### src/vc_cfg_pkg.sv
`default_nettype none

// Widths shared by the victim cache RTL and its testbench.
package vc_cfg_pkg;

	// Line address, 32-bit byte address with 32-byte lines.
	localparam int ADDR_W = 27; // Tag is the whole line address.

	// One cache line of eight 32-bit words.
	localparam int LINE_W = 256; // Line payload bits.

endpackage : vc_cfg_pkg

`default_nettype wire
### src/vc_types_pkg.sv
`default_nettype none

// Types for the one-entry victim cache.
package vc_types_pkg;

	// Controller states.
	typedef enum logic [1:0] {
		idle_check,     // Lookup and hit service.
		phys_mem_write, // Dirty victim write-back.
		phys_mem_read   // Line fetch from memory.
	} vc_state_e;

	// The single victim line.
	typedef struct packed {
		logic                          valid; // Entry holds a line.
		logic                          dirty; // Line differs from memory.
		logic [vc_cfg_pkg::ADDR_W-1:0] tag;   // Full line address.
		logic [vc_cfg_pkg::LINE_W-1:0] data;  // Line payload.
	} vc_entry_t;

endpackage : vc_types_pkg

`default_nettype wire

### src/vc_ctrl_if.sv
`timescale 1ns/1ps
`default_nettype none

// Control and status between the victim cache FSM and its datapath.
interface vc_ctrl_if #(
	parameter int addr_w = vc_cfg_pkg::ADDR_W, // Line address width.
	parameter int line_w = vc_cfg_pkg::LINE_W  // Line data width.
);

	logic tag_match;   // Entry tag equals mem_address.
	logic valid;       // Entry holds a line.
	logic dirty;       // Entry needs write-back.
	logic ld_cache;    // Load evicted line into entry.
	logic ld_from_vic; // Return entry data to L1.
	logic miss_get;    // Address memory with mem_address.

	// Entry storage is sized by the package widths.
	if (addr_w != vc_cfg_pkg::ADDR_W || line_w != vc_cfg_pkg::LINE_W)
	begin : g_width_check
		$error("vc_ctrl_if: addr_w/line_w differ from vc_cfg_pkg widths");
	end

	modport ctrl (input tag_match, valid, dirty, output ld_cache, ld_from_vic, miss_get);
	modport dpath (output tag_match, valid, dirty, input ld_cache, ld_from_vic, miss_get);

endinterface : vc_ctrl_if

`default_nettype wire

### src/victim_cache.sv
`timescale 1ns/1ps
`default_nettype none

// One-entry victim cache between an L1 data cache and memory.
module victim_cache #(
	parameter int addr_w = vc_cfg_pkg::ADDR_W, // Line address width.
	parameter int line_w = vc_cfg_pkg::LINE_W  // Line data width.
) (
	input  logic              clk,           // Core clock.
	input  logic              arst_n,        // Async reset, active low.

	input  logic              mem_read,      // L1 read, no eviction.
	input  logic              d_v_mem_swap,  // L1 read with eviction.
	input  logic [addr_w-1:0] mem_address,   // Requested line.
	input  logic [addr_w-1:0] evict_address, // Evicted line address.
	input  logic [line_w-1:0] evict_data,    // Evicted line payload.
	input  logic              evict_dirty,   // Evicted line dirty.
	output logic [line_w-1:0] mem_rdata,     // Line to L1.
	output logic              mem_resp,      // Request done.

	output logic              pmem_read,     // Memory read.
	output logic              pmem_write,    // Memory write.
	output logic [addr_w-1:0] pmem_address,  // Memory line address.
	output logic [line_w-1:0] pmem_wdata,    // Memory write data.
	input  logic [line_w-1:0] pmem_rdata,    // Memory read data.
	input  logic              pmem_resp      // Memory done.
);

	// FSM to datapath link.
	vc_ctrl_if #(
		.addr_w (addr_w),
		.line_w (line_w)
	) cif ();

	victim_cache_control u_control
	(
		.clk          (clk),
		.arst_n       (arst_n),
		.mem_read     (mem_read),
		.d_v_mem_swap (d_v_mem_swap),
		.pmem_resp    (pmem_resp),
		.mem_resp     (mem_resp),
		.pmem_read    (pmem_read),
		.pmem_write   (pmem_write),
		.cif          (cif.ctrl)
	);

	victim_cache_datapath #(
		.addr_w (addr_w),
		.line_w (line_w)
	) u_datapath (
		.clk           (clk),
		.arst_n        (arst_n),
		.mem_address   (mem_address),
		.evict_address (evict_address),
		.evict_data    (evict_data),
		.evict_dirty   (evict_dirty),
		.pmem_rdata    (pmem_rdata),
		.mem_rdata     (mem_rdata),
		.pmem_address  (pmem_address),
		.pmem_wdata    (pmem_wdata),
		.cif           (cif.dpath)
	);

endmodule : victim_cache

`default_nettype wire

### src/victim_cache_datapath.sv
`timescale 1ns/1ps
`default_nettype none

// Victim entry storage, tag compare and data steering.
module victim_cache_datapath #(
	parameter int addr_w = vc_cfg_pkg::ADDR_W, // Line address width.
	parameter int line_w = vc_cfg_pkg::LINE_W  // Line data width.
) (
	input  logic              clk,           // Core clock.
	input  logic              arst_n,        // Async reset, active low.
	input  logic [addr_w-1:0] mem_address,   // Requested line.
	input  logic [addr_w-1:0] evict_address, // Line leaving L1.
	input  logic [line_w-1:0] evict_data,    // Its payload.
	input  logic              evict_dirty,   // Its dirty bit.
	input  logic [line_w-1:0] pmem_rdata,    // Line from memory.
	output logic [line_w-1:0] mem_rdata,     // Line to L1.
	output logic [addr_w-1:0] pmem_address,  // Memory line address.
	output logic [line_w-1:0] pmem_wdata,    // Write-back payload.
	vc_ctrl_if.dpath          cif            // FSM commands and status.
);

	vc_types_pkg::vc_entry_t entry;   // The stored victim line.
	vc_types_pkg::vc_entry_t entry_d; // Line offered for loading.

	// Evicted line as it will be stored.
	always_comb
	begin
		entry_d.valid = 1'b1;          // Any load fills the entry.
		entry_d.dirty = evict_dirty;
		entry_d.tag   = evict_address;
		entry_d.data  = evict_data;
	end

	// Entry register. Only the flags clear on reset.
	always_ff @(posedge clk or negedge arst_n)
	begin
		if (!arst_n)
		begin
			entry.valid <= 1'b0;
			entry.dirty <= 1'b0;
		end
		else if (cif.ld_cache)
		begin
			entry <= entry_d; // Swap or fill.
		end
	end

	// Status back to the FSM.
	always_comb
	begin
		cif.tag_match = (entry.tag == mem_address); // Full-address compare.
		cif.valid     = entry.valid;
		cif.dirty     = entry.dirty;
	end

	// Line to L1, from the entry on a hit, else from memory.
	always_comb
	begin
		if (cif.ld_from_vic)
			mem_rdata = entry.data;
		else
			mem_rdata = pmem_rdata; // Fetch passes through.
	end

	// Memory address, requested line on a fetch, victim on a write-back.
	always_comb
	begin
		if (cif.miss_get)
			pmem_address = mem_address;
		else
			pmem_address = entry.tag;
	end

	// Write-back data always comes from the entry.
	assign pmem_wdata = entry.data;

	// Entry data is returned only for a real hit.
	a_vic_hit: assert property (@(posedge clk) disable iff (!arst_n)
		cif.ld_from_vic |-> (cif.valid && cif.tag_match))
		else $error("ld_from_vic without a valid tag match, tag=%h addr=%h",
			entry.tag, mem_address);

endmodule : victim_cache_datapath

`default_nettype wire

### src/victim_cache_control.sv
`timescale 1ns/1ps
`default_nettype none

// Three-state controller of the one-entry victim cache.
module victim_cache_control
(
	input  logic    clk,          // Core clock.
	input  logic    arst_n,       // Async reset, active low.
	input  logic    mem_read,     // L1 read without eviction.
	input  logic    d_v_mem_swap, // L1 read with an evicted line.
	input  logic    pmem_resp,    // Memory access done.
	output logic    mem_resp,     // L1 request done.
	output logic    pmem_read,    // Memory line read.
	output logic    pmem_write,   // Memory write-back.
	vc_ctrl_if.ctrl cif           // Datapath commands and status.
);

	vc_types_pkg::vc_state_e state;      // Current state.
	vc_types_pkg::vc_state_e next_state; // Next state.

	logic hit;        // Entry valid and tags equal.
	logic victim_wb;  // Victim must go back to memory.
	logic swap_hit;   // Swap served from the entry.
	logic swap_fill;  // Swap miss, victim can be dropped.
	logic swap_wb;    // Swap miss, victim is dirty.
	logic read_hit;   // Plain read served from the entry.
	logic read_miss;  // Plain read goes to memory.

	// Request decode.
	always_comb
	begin
		hit       = cif.valid & cif.tag_match;
		victim_wb = cif.valid & cif.dirty;
		swap_hit  = d_v_mem_swap & hit;
		swap_fill = d_v_mem_swap & ~hit & ~victim_wb; // Empty or clean victim.
		swap_wb   = d_v_mem_swap & ~hit & victim_wb;
		read_hit  = mem_read & ~d_v_mem_swap & hit;   // Swap wins if both high.
		read_miss = mem_read & ~d_v_mem_swap & ~hit;
	end

	// State actions.
	always_comb
	begin
		cif.ld_cache    = 1'b0;
		cif.ld_from_vic = 1'b0;
		cif.miss_get    = 1'b0;
		pmem_read       = 1'b0;
		pmem_write      = 1'b0;
		mem_resp        = 1'b0;

		case (state)
			vc_types_pkg::idle_check:
			begin
				if (swap_hit)
				begin
					// Lines trade places at this edge.
					cif.ld_from_vic = 1'b1; // Old victim to L1.
					cif.ld_cache    = 1'b1; // Evicted line in.
					mem_resp        = 1'b1; // Zero-wait answer.
				end
				else if (swap_fill)
				begin
					cif.ld_cache = 1'b1; // Overwrite, fetch next.
				end
				else if (read_hit)
				begin
					cif.ld_from_vic = 1'b1; // Entry stays put.
					mem_resp        = 1'b1;
				end
			end

			vc_types_pkg::phys_mem_write:
			begin
				pmem_write = 1'b1; // Tag and data from entry.
				if (pmem_resp)
				begin
					cif.ld_cache = 1'b1; // Old line is safe now.
				end
			end

			vc_types_pkg::phys_mem_read:
			begin
				pmem_read    = 1'b1;
				cif.miss_get = 1'b1; // Address is mem_address.
				mem_resp     = pmem_resp; // Data passes straight through.
			end

			default:
			begin
				// Illegal encoding, outputs stay low.
			end
		endcase
	end

	// Transitions.
	always_comb
	begin
		next_state = state;

		case (state)
			vc_types_pkg::idle_check:
			begin
				if (swap_wb)
					next_state = vc_types_pkg::phys_mem_write;
				else if (swap_fill || read_miss)
					next_state = vc_types_pkg::phys_mem_read;
			end

			vc_types_pkg::phys_mem_write:
			begin
				if (pmem_resp)
					next_state = vc_types_pkg::phys_mem_read; // Fetch follows.
			end

			vc_types_pkg::phys_mem_read:
			begin
				if (pmem_resp)
					next_state = vc_types_pkg::idle_check;
			end

			default:
			begin
				next_state = vc_types_pkg::idle_check; // Recover.
			end
		endcase
	end

	// State register.
	always_ff @(posedge clk or negedge arst_n)
	begin
		if (!arst_n)
			state <= vc_types_pkg::idle_check;
		else
			state <= next_state;
	end

	// One command on the memory port at a time.
	a_pmem_excl: assert property (@(posedge clk) disable iff (!arst_n)
		!(pmem_read && pmem_write))
		else $error("pmem_read and pmem_write both high");

	// Completion only answers a live request.
	a_resp_req: assert property (@(posedge clk) disable iff (!arst_n)
		mem_resp |-> (mem_read || d_v_mem_swap))
		else $error("mem_resp without a request");

	// Write-back is always followed by the line fetch.
	a_wb_then_read: assert property (@(posedge clk) disable iff (!arst_n)
		(state == vc_types_pkg::phys_mem_write) |=>
		(state inside {vc_types_pkg::phys_mem_write, vc_types_pkg::phys_mem_read}))
		else $error("phys_mem_write left for %s", state.name());

endmodule : victim_cache_control

`default_nettype wire

### config.mk
export PLATFORM = sky130hd
export DESIGN_NAME = victim_cache
export DESIGN_NICKNAME = d
export VERILOG_FILES = /design/src/vc_cfg_pkg.sv /design/src/vc_types_pkg.sv /design/src/vc_ctrl_if.sv /design/src/victim_cache.sv /design/src/victim_cache_datapath.sv /design/src/victim_cache_control.sv
export SDC_FILE = /design/constraint.sdc
export NUM_CORES = 1
export LEC_CHECK = 0
export ABC_AREA = 1
export BUFFER_PORTS_ARGS = -buffer_cell sky130_fd_sc_hd__buf_2
export CAP_MARGIN = 20
export CORE_AREA = 2 2 428 430
export DETAILED_ROUTE_END_ITERATION = 6
export DIE_AREA = 0 0 430 432
export PLACE_DENSITY = 0.3
export SLEW_MARGIN = 25
export SYNTH_ARGS = -nofsm -noshare
export SYNTH_HDL_FRONTEND = slang
export SYNTH_SLANG_ARGS = --single-unit
### constraint.sdc
create_clock -name clk -period 36.4 [get_ports clk]
set_input_delay 7.28 -clock clk [delete_from_list [all_inputs] [get_ports clk]]
set_output_delay 7.28 -clock clk [all_outputs]
set_load 0.05 [all_outputs]
* Word-level counts from Yosys, hierarchy flattened
Index checks and enable logic that the tools add are counted.
W data, S select, Z words.
** Operators by class
- Multiplexer cells :: 18
- Reduce and logical (&&, ||, !) cells :: 4
- Eq/ne operators :: 6
- Bitwise gates (word level) :: 12
** Operators by type and width (number)
- $mux W256 :: 1
- $eq A27 B27 Y1 :: 1
- $mux W27 :: 1
- $and A1 B1 Y1 :: 9
- $mux W1 :: 9
- $mux W2 :: 4
- $pmux W2 S3 :: 1
- $ne A2 B2 Y1 const B :: 2
- $pmux W1 S2 :: 2
- $ne A3 B1 Y1 const B :: 1
- $not A1 Y1 :: 3
- $reduce_and A3 Y1 :: 1
- $eq A2 B1 Y1 const B :: 1
- $eq A2 B2 Y1 const B :: 1
- $logic_not A2 Y1 :: 1
- $reduce_and A2 Y1 :: 1
- $logic_or A1 B1 Y1 :: 1
** Word-level totals
- Output and inout bits :: 542
- Word-level logic and storage cells :: 45
- Register bits :: 287
- Input port bits :: 572

* Depth between registers and ports, before layout
Gate-level depths: netlist of run 1.
- Word-level depth :: 9
- Mapped depth :: 13

* Hierarchy
Synthesis of run 1 repeated with hierarchy kept, for this count alone.
** Second synthesis, totals
- Cells, all modules :: 1037
- Area, all modules :: 14670.3 um^2
** Modules (own cells, without submodules)
- victim_cache_datapath :: area each 14476.4 um^2, cells an instance 1003, seq. area each 8548.2 um^2, times used 1
- victim_cache_control :: area each 193.9 um^2, cells an instance 34, seq. area each 50.0 um^2, times used 1

* Worst setup path after synthesis of run 1
OpenSTA, ideal clock, no wires.
- Path type :: input to register
- From :: input port mem_address[23]
- To :: register u_datapath.entry[256] in the netlist's numbering (enable)
- Setup slack :: 6.909 ns
- Arrival :: 28.127 ns
- Cell stages on the path :: 9
- Required time :: 35.036 ns
- Cell sequence :: inv_1 -> nor2_1 -> nor2_1 -> nand2_1 -> nor2_1 -> nand3_1 -> nor2_4 -> o21bai_1 -> a21boi_0
** Between the ends
- Cells in the longest elaborated chain, start to end :: 9
- Elaborated cells between the ends (all ways) :: 10
- Classes of those cells :: eq/ne: 1; mux: 3; bitwise: 5; reduce/logical: 1
** Ends and longest elaborated chain
- start, declared :: line victim_cache.sv:14 : input logic [addr_w-1:0] mem_address,
- $eq A27 B27 Y1 (*) :: line victim_cache_datapath.sv:51 : cif.tag_match = (entry.tag == mem_address);
- $and A1 B1 Y1 (*) :: line victim_cache_control.sv:32 : hit = cif.valid & cif.tag_match;
- $not A1 Y1 :: line victim_cache_control.sv:35 : swap_fill = d_v_mem_swap & ~hit & ~victim_wb;
- $and A1 B1 Y1 (2 in a row) :: line victim_cache_control.sv:35
- $mux W1 :: line victim_cache_control.sv:61 : else if (swap_fill)
- $mux W1 (*) :: line victim_cache_control.sv:54 : if (swap_hit)
- $pmux W1 S2 (*) :: line victim_cache_control.sv:51 : case (state)
- $reduce_and A2 Y1 (no line) (*)
- end signal, assigned :: line victim_cache_datapath.sv:44 : entry <= entry_d;
- end, declared :: line victim_cache_datapath.sv:22 : vc_types_pkg::vc_entry_t entry;
Every way passes the cells marked *; elsewhere a longest branch is shown, timed or not.
A chain may end at the register's enable or synchronous reset.

* Worst setup path in the final report of run 1
- From :: input port mem_address[23]
- To :: output port mem_rdata[37]
** Between the ends
- Cells in the longest elaborated chain, start to end :: 9
- Elaborated cells between the ends (all ways) :: 12
- Classes of those cells :: eq/ne: 1; mux: 5; bitwise: 6
** Ends and longest elaborated chain
- $eq A27 B27 Y1 (*) :: line victim_cache_datapath.sv:51
- $and A1 B1 Y1 (*) :: line victim_cache_control.sv:32
- $not A1 Y1 :: line victim_cache_control.sv:35
- $and A1 B1 Y1 (2 in a row) :: line victim_cache_control.sv:35
- $mux W1 :: line victim_cache_control.sv:61
- $mux W1 (*) :: line victim_cache_control.sv:54
- $mux W1 (*) :: line victim_cache_control.sv:51
- $mux W256 (*) :: line victim_cache_datapath.sv:59 : if (cif.ld_from_vic)
- end, declared :: line victim_cache.sv:18 : output logic [line_w-1:0] mem_rdata,
Marked as above.

==> metrics.csv, run 1 <==
metric;value;unit
status;completed;
largest net degree at the start of global routing;153;
Buf/Inv on CP;6;
CTS root buf;clkbuf_16;
TritonCTS clock tree;built;
Clk Latency, worst-skew pair;620;ps
post-route ant nets;0;
Synth Area in XOR/XNOR;0;
CTS Sinks;287;
total power;1.383;mW
Die X;430;um
initial core utilization;0.08353;
vias in the first global route;13755;
met3 wire length;7362;um
Final Skew;29.21;ps
Syn Area/Cell;9.244;sq um
CP required;29120;ps
top layer in use;met5;
initial antenna violation count;20;
DP Cell Count;4811;
Synth Area in Adders;0;
crit start category;input port;
Syn Nets;2214;
Max Freq;55.68;MHz
Worst-path clk slew;60;ps
number of max-cap violations;0;
DRC;0;
Mapped Cells;1642;
met1 WL;33030;um
Die Span Y;432;um
Layout Utilization;0.1264;
Place WS;18400;ps
first-pass detailed-route iteration total;5;
Area growth syn-to-layout;51.36;%
CTS Buf Count;43;
DP HPWL;77620;um
setup bufs post-CTS;0;
Setup Viol. Count Final;0;
CTS hold repair buffers;0;
Tcrit/Tclk final;0.4934;
Compound-Gate Fraction of Synth Area;0.01220;
Top cell by count, worst path;nand2_1;
largest family of logic cells by synthesized area;simple AND/OR/NAND/NOR gates;
Crit Path Category;input port to output port;
Distinct cells, synth;18;
Synth warnings;0;
Die ar.;185800;sq um
final wirelength;94890;um
CP Max Fanout;82;
CORE AREA;181700;sq um
Hold Fails Final Rpt;0;
post-synthesis mux area share;0;
worst-margin pin slew;1019;ps
Critical-path top delay cell;buf_4;
share of layout cells above drive strength 1;0.4784;
Final Non-Filler Cells;4891;
Hold Path Class;flop to flop;
PD cells;60.22;nW/um^2
worst path cell trace;buf_2 -> inv_1 -> nand2_1 -> nand2_1 -> inv_1 -> nand2_1 -> nor2_1 -> nand3_1 -> nor2_4 -> nand2_4 -> buf_4 -> buf_4 -> nand2_1 -> nand2_1 -> buf_2;
flop and latch count out of synthesis;287;
synthesized area;15180;sq um
design area;22970;sq um
Worst EP arrival;10680;ps
top cells by area in the synthesized netlist;edfxtp_1 56%, nand2_1 16%, buf_4 13%, nand3_1 8.5%, buf_2 1.6%;
RD Place Congestion;0.8749;
cell taking the most area after synthesis;edfxtp_1;
Synth top area share;0.5599;
Iter 0 DRT Violations;856;
port buffer count;1113;
Worst Hold Margin;511.4;ps
CP max stage delay;750;ps
number of max-slew violations in the final report;0;
Setup crit end kind;output port;
Via density;2.923;
met2 routed WL;51020;um
number of top-level pins;1114;
final net count;3043;
Synth Area in Simple Gates;0.2490;
row cnt;157;
H-tree Lvls;2;
all-layer global routing usage;0.09559;
via count;14298;
VDD IR-drop max;0.00004024;V
crit-path leading delay family;buffers and inverters;
worst setup margin;18440;ps
P_leak;10.66;nW
Wirelength per Cell;19.40;um
first-pass GRT wire length;120900;um
slew margin rel.;0.3209;
RSZ-0062 raised after global routing;no;
post-route minimum period;17960;ps
setup TNS;0;ps
Placed Area;21490;sq um
grt total ovfl;0;
post_cts resized;0;
Clock Path Buffers;3;
sequential-to-total area share from yosys stat;0.5665;
## synthesized netlist by cell type
cell type and count:
dfrtp_1 4, o21bai_1 3, buf_1 6, nand2_1 637
nor2_1 19, a21boi_0 1, a21oi_1 2, o21ai_1 1
buf_6 10, buf_4 258, nor3_1 2, nand3_1 259
buf_2 50, inv_1 57, edfxtp_1 283, nor2_4 1
clkbuf_1 21, o21ai_0 28
## logic make-up (layout without fill, tap and decap cells)
logic type | count (synthesis) | in the layout
AO/OA/AOI/OAI | 35 | 35
buffers and inverters | 402 | 1260
flip-flops | 287 | 287
other | 0 | 6
AND/OR/NAND/NOR | 918 | 918
## layout by cell type (no fill, tap or decap), types with 15 or more instances in the layout
cell type,n
buf_2,1113
buf_4,15
clkbuf_16,44
edfxtp_1,283
inv_1,57
nand2_1,636
nand3_1,259
nor2_1,18
o21ai_0,28
## cell type report
cell class / count / area (sq um)
fill: 21011 / 158700
sequential: 287 / 8598
timing repair buffer: 1129 / 5703
multi-input combinational: 953 / 3991
tap: 2385 / 2984
clock buffer: 48 / 1116
clock inverter: 26 / 351.6
inverter: 57 / 214.0
antenna: 6 / 15.01
## final timing paths
path / start / end / slack (ps) / depth (start not counted)
hold / removal: u_datapath.cif.dirty / u_datapath.cif.dirty / 510 / 2
setup / recovery: mem_address[23] / mem_rdata[37] / 18440 / 15
setup reg to reg: u_datapath.entry[276] / u_datapath.pmem_wdata[76] / 31550 / 12
max in group asynchronous: arst_n / u_datapath.cif.valid / 29770 / 1
hold reg to reg: u_datapath.cif.dirty / u_datapath.cif.dirty / 510 / 2
min in group asynchronous: arst_n / u_datapath.cif.dirty / 6490 / 1
## report_power, final
group	switching, mW	total (mW)	leakage (nW)	internal [mW]
clock network	0.175	0.451	0.709	0.276
logic	0.399	0.483	7.33	0.0832
registers	0.0313	0.450	2.63	0.419
total	0.605	1.38	10.7	0.778
## layer usage
layer | vias to the layer above | track usage
met5 | - | 0
met4 | 2 | 0.03706
met3 | 115 | 0.02982
met2 | 685 | 0.1792
met1 | 6678 | 0.09815
li1 | 6818 | -
## registers in the layout (all words and copies together), names as in the netlist
register	flops
u_control.state	2
u_datapath.cif.dirty	1
u_datapath.cif.valid	1
u_datapath.entry	27
u_datapath.pmem_wdata	256
## worst register-to-register path, cell delays in order, from the launching register on
cell      delay [ps]
edfxtp_1         400
inv_1             90
nand2_1           50
nand2_1          130
nand2_1           80
nor2_1           170
nand3_1          180
nor2_4           170
buf_4            530
o21bai_1         270
a21boi_4         680
buf_4            840
buf_4            820
(Power assumes the default switching activity.)
==> inputs of run 2 (changes only) <==
Settings changed: ABC_AREA 1 to 0, CORE_AREA 2 2 428 430 to 2 2 433 435, DIE_AREA 0 0 430 432 to 0 0 435 437.
Clock period 36.4 ns to 16.2 ns, I/O delays scaled along.
==> run 2 against run 1 <==
Sequential share of layout area is 0.76 points higher. Clock-buffer cell count is 7 higher. Register-to-register slack worse by 19000 ps. Critical path depth is 5 lower. Sequential cell count stayed put. Power is 82% higher. Synthesized area is 5.7% lower. Largest cell class unchanged. Highest routed layer unchanged.
==> metrics.csv, run 2 <==
metric;value;unit
Int Power;1.592;mW
Syn Nets;1550;
setup bufs post-CTS;0;
top cells by area in the synthesized netlist;edfxtp_1 59%, mux2_2 20%, buf_4 13%, nand2_1 2.2%, xnor2_1 1.5%;
VDD IR-drop max;0.00005210;V
Setup crit end kind;output port;
most frequent cells in the layout;1113 x buf_2, 283 x edfxtp_1, 257 x mux2_2;
setup TNS;0;ps
total power;2.523;mW
Combinational Power Share;0.258;
CP max stage delay;690;ps
Synth warnings;0;
Post-synth top cells;283 x edfxtp_1, 257 x mux2_2, 256 x buf_4, 85 x nand2_1;
Syn Area/Cell;14.63;sq um
cell taking the most area after synthesis;edfxtp_1;
number of top-level pins;1114;
Net Switching;930.7;uW
DRC;0;
Hold Path Class;flop to flop;
flop and latch count out of synthesis;287;
Buf/Inv on CP;5;
Tcrit/Tclk final;0.6012;
Area growth syn-to-layout;57.35;%
initial antenna violation count;58;
number of max-cap violations;0;
Via density;2.621;
first-pass GRT wire length;141100;um
post_cts resized;0;
CP required;12960;ps
Critical-path top delay cell;buf_4;
share of layout cells above drive strength 1;0.7655;
Crit Path Category;input port to output port;
Die X;435;um
port buffer count;1113;
Worst-path clk slew;50;ps
Setup Viol. Count Final;0;
crit start category;input port;
CORE AREA;185000;sq um
Top cell by count, worst path;buf_4;
initial core utilization;0.07734;
sequential-to-total area share from yosys stat;0.6009;
Sw Ratio;0.3689;
Clock Path Buffers;3;
final wirelength;115800;um
Die ar.;190100;sq um
sequential power share;0.352;
Final Non-Filler Cells;4397;
Synth top area share;0.5939;
Layout Utilization;0.1217;
Worst Hold Margin;548.0;ps
largest net degree at the start of global routing;120;
max reg flops;256;
TritonCTS clock tree;built;
number of max-slew violations in the final report;0;
Final Skew;28.02;ps
vias in the first global route;11851;
# fillers;21308;
P_leak;9.196;nW
row cnt;158;
ys flop type;edfxtp_1;
most frequent cell after synthesis;edfxtp_1;
number of synthesized flops with an enable pin;283;
Die Span Y;437;um
CTS hold repair buffers;0;
Mapped Cells;978;
crit-path leading delay family;buffers and inverters;
Worst EP arrival;6500;ps
Max Freq;102.7;MHz
worst path cell trace;buf_2 -> xnor2_1 -> nand4_1 -> nor4_2 -> nand4_1 -> buf_4 -> buf_4 -> buf_4 -> mux2_2 -> buf_2;
status;completed;
RSZ-0062 raised after global routing;no;
R2R Setup Slk;12420;ps
leading cell type in the layout, fill and taps excluded;buf_2;
Distinct cells, synth;26;
DP HPWL;101800;um
PD cells;112.0;nW/um^2
post-route minimum period;9739;ps
worst-margin pin slew;988.3;ps
CTS Sinks;287;
first-pass detailed-route iteration total;4;
synthesized area;14310;sq um
CTS root buf;clkbuf_16;
DP Cell Count;4292;
grt total ovfl;0;
H-tree Lvls;2;
via count;11526;
CP Max Fanout;51;
final net count;2430;
Clk pwr share;0.390;
CTS Buf Count;44;
all-layer global routing usage;0.1169;
Hold Fails Final Rpt;0;
Iter 0 DRT Violations;575;
RD Place Congestion;0.9388;
slew margin rel.;0.3411;
post-route ant nets;0;
Wirelength per Cell;26.34;um
Post-synth ARST share;0.01394;
Clk Latency, worst-skew pair;640;ps
==> run 2: cell count changes in the layout (fill, tap and decap cells not counted), moves of 5 or more <==
| cell | change |
|---|---|
| nand2_1 | -551 |
| mux2_2 | +257 |
| nand3_1 | -256 |
| inv_1 | -56 |
| o21ai_0 | -26 |
| xnor2_1 | +24 |
| diode_2 | +18 |
| nor2_1 | -11 |
| buf_4 | -7 |
| nand4_1 | +6 |
| clkbuf_1 | +5 |
| clkinv_2 | +5 |
==> run 2: worst reg2reg max path, cell delays in order (launching register included) <==
cell	delay (ps)
edfxtp_1	400
xnor2_1	220
nand4_1	190
nor4_2	440
nand3_1	340
a21oi_4	250
buf_12	490
buf_4	960
==> run 2: routing by layer <==
| layer | vias up | routed length (um) | global-route usage |
|---|---|---|---|
| li1 | 5070 | - | - |
| met3 | 153 | 13300 | 0.05711 |
| met4 | 28 | 3120 | 0.03349 |
| met2 | 608 | 58070 | 0.2032 |
| met5 | - | 192 | 0 |
| met1 | 5667 | 41150 | 0.1244 |
==> run 2: kinds of logic after synthesis <==
| logic type | Yosys count | share of synthesized area |
|---|---|---|
| buffers and inverters | 291 | 0.1456 |
| DFF | 287 | 0.6009 |
| muxes | 257 | 0.2022 |
| and+or+nand+nor | 109 | 0.03157 |
| xor gates and xnor gates | 27 | 0.01653 |
| AOI/OAI and AO/OA | 7 | 0.003236 |
==> run 2: metrics by stage <==
stage	cell area (sq um)	setup slack [ps]
global route	22480	6204
CTS	22460	6380
global placement	21020	6041
detailed placement	21030	6401
floorplan	14310	3462
finish	22520	6461
==> run 2: area by class of cell <==
cell class	count	area, sq um	share of cell area
multi-input combinational	400	3646	0.1619
sequential	287	8598	0.3819
timing repair buffer	1123	5670	0.2518
tap	2480	3103	0.1378
clock inverter	26	246.5	0.01095
inverter	2	7.507	0.0003334
clock buffer	55	1185	0.05262
antenna	24	60.06	0.002667
==> run 2: power by group through the flow <==
stage	Sequential (mW)	Clock [mW]	Combinational, mW
finish	0.888	0.984	0.651
global route	0.892	1.06	0.684
CTS	0.890	1.04	0.663
detailed placement	0.904	0	0.662
global placement	0.906	0	0.665
floorplan	0.893	0	0.448
==> run 2: worst paths after layout <==
kind,start,end,cells after the start
worst max register to register,u_datapath.entry[265],u_datapath.pmem_wdata[190],7
worst max-delay path,mem_address[9],mem_rdata[172],10
worst min-delay path,u_datapath.cif.valid,u_datapath.cif.valid,1
min in group asynchronous,arst_n,u_control.state[1],1
worst min register to register,u_datapath.cif.valid,u_datapath.cif.valid,1
max in group asynchronous,arst_n,u_datapath.cif.dirty,1
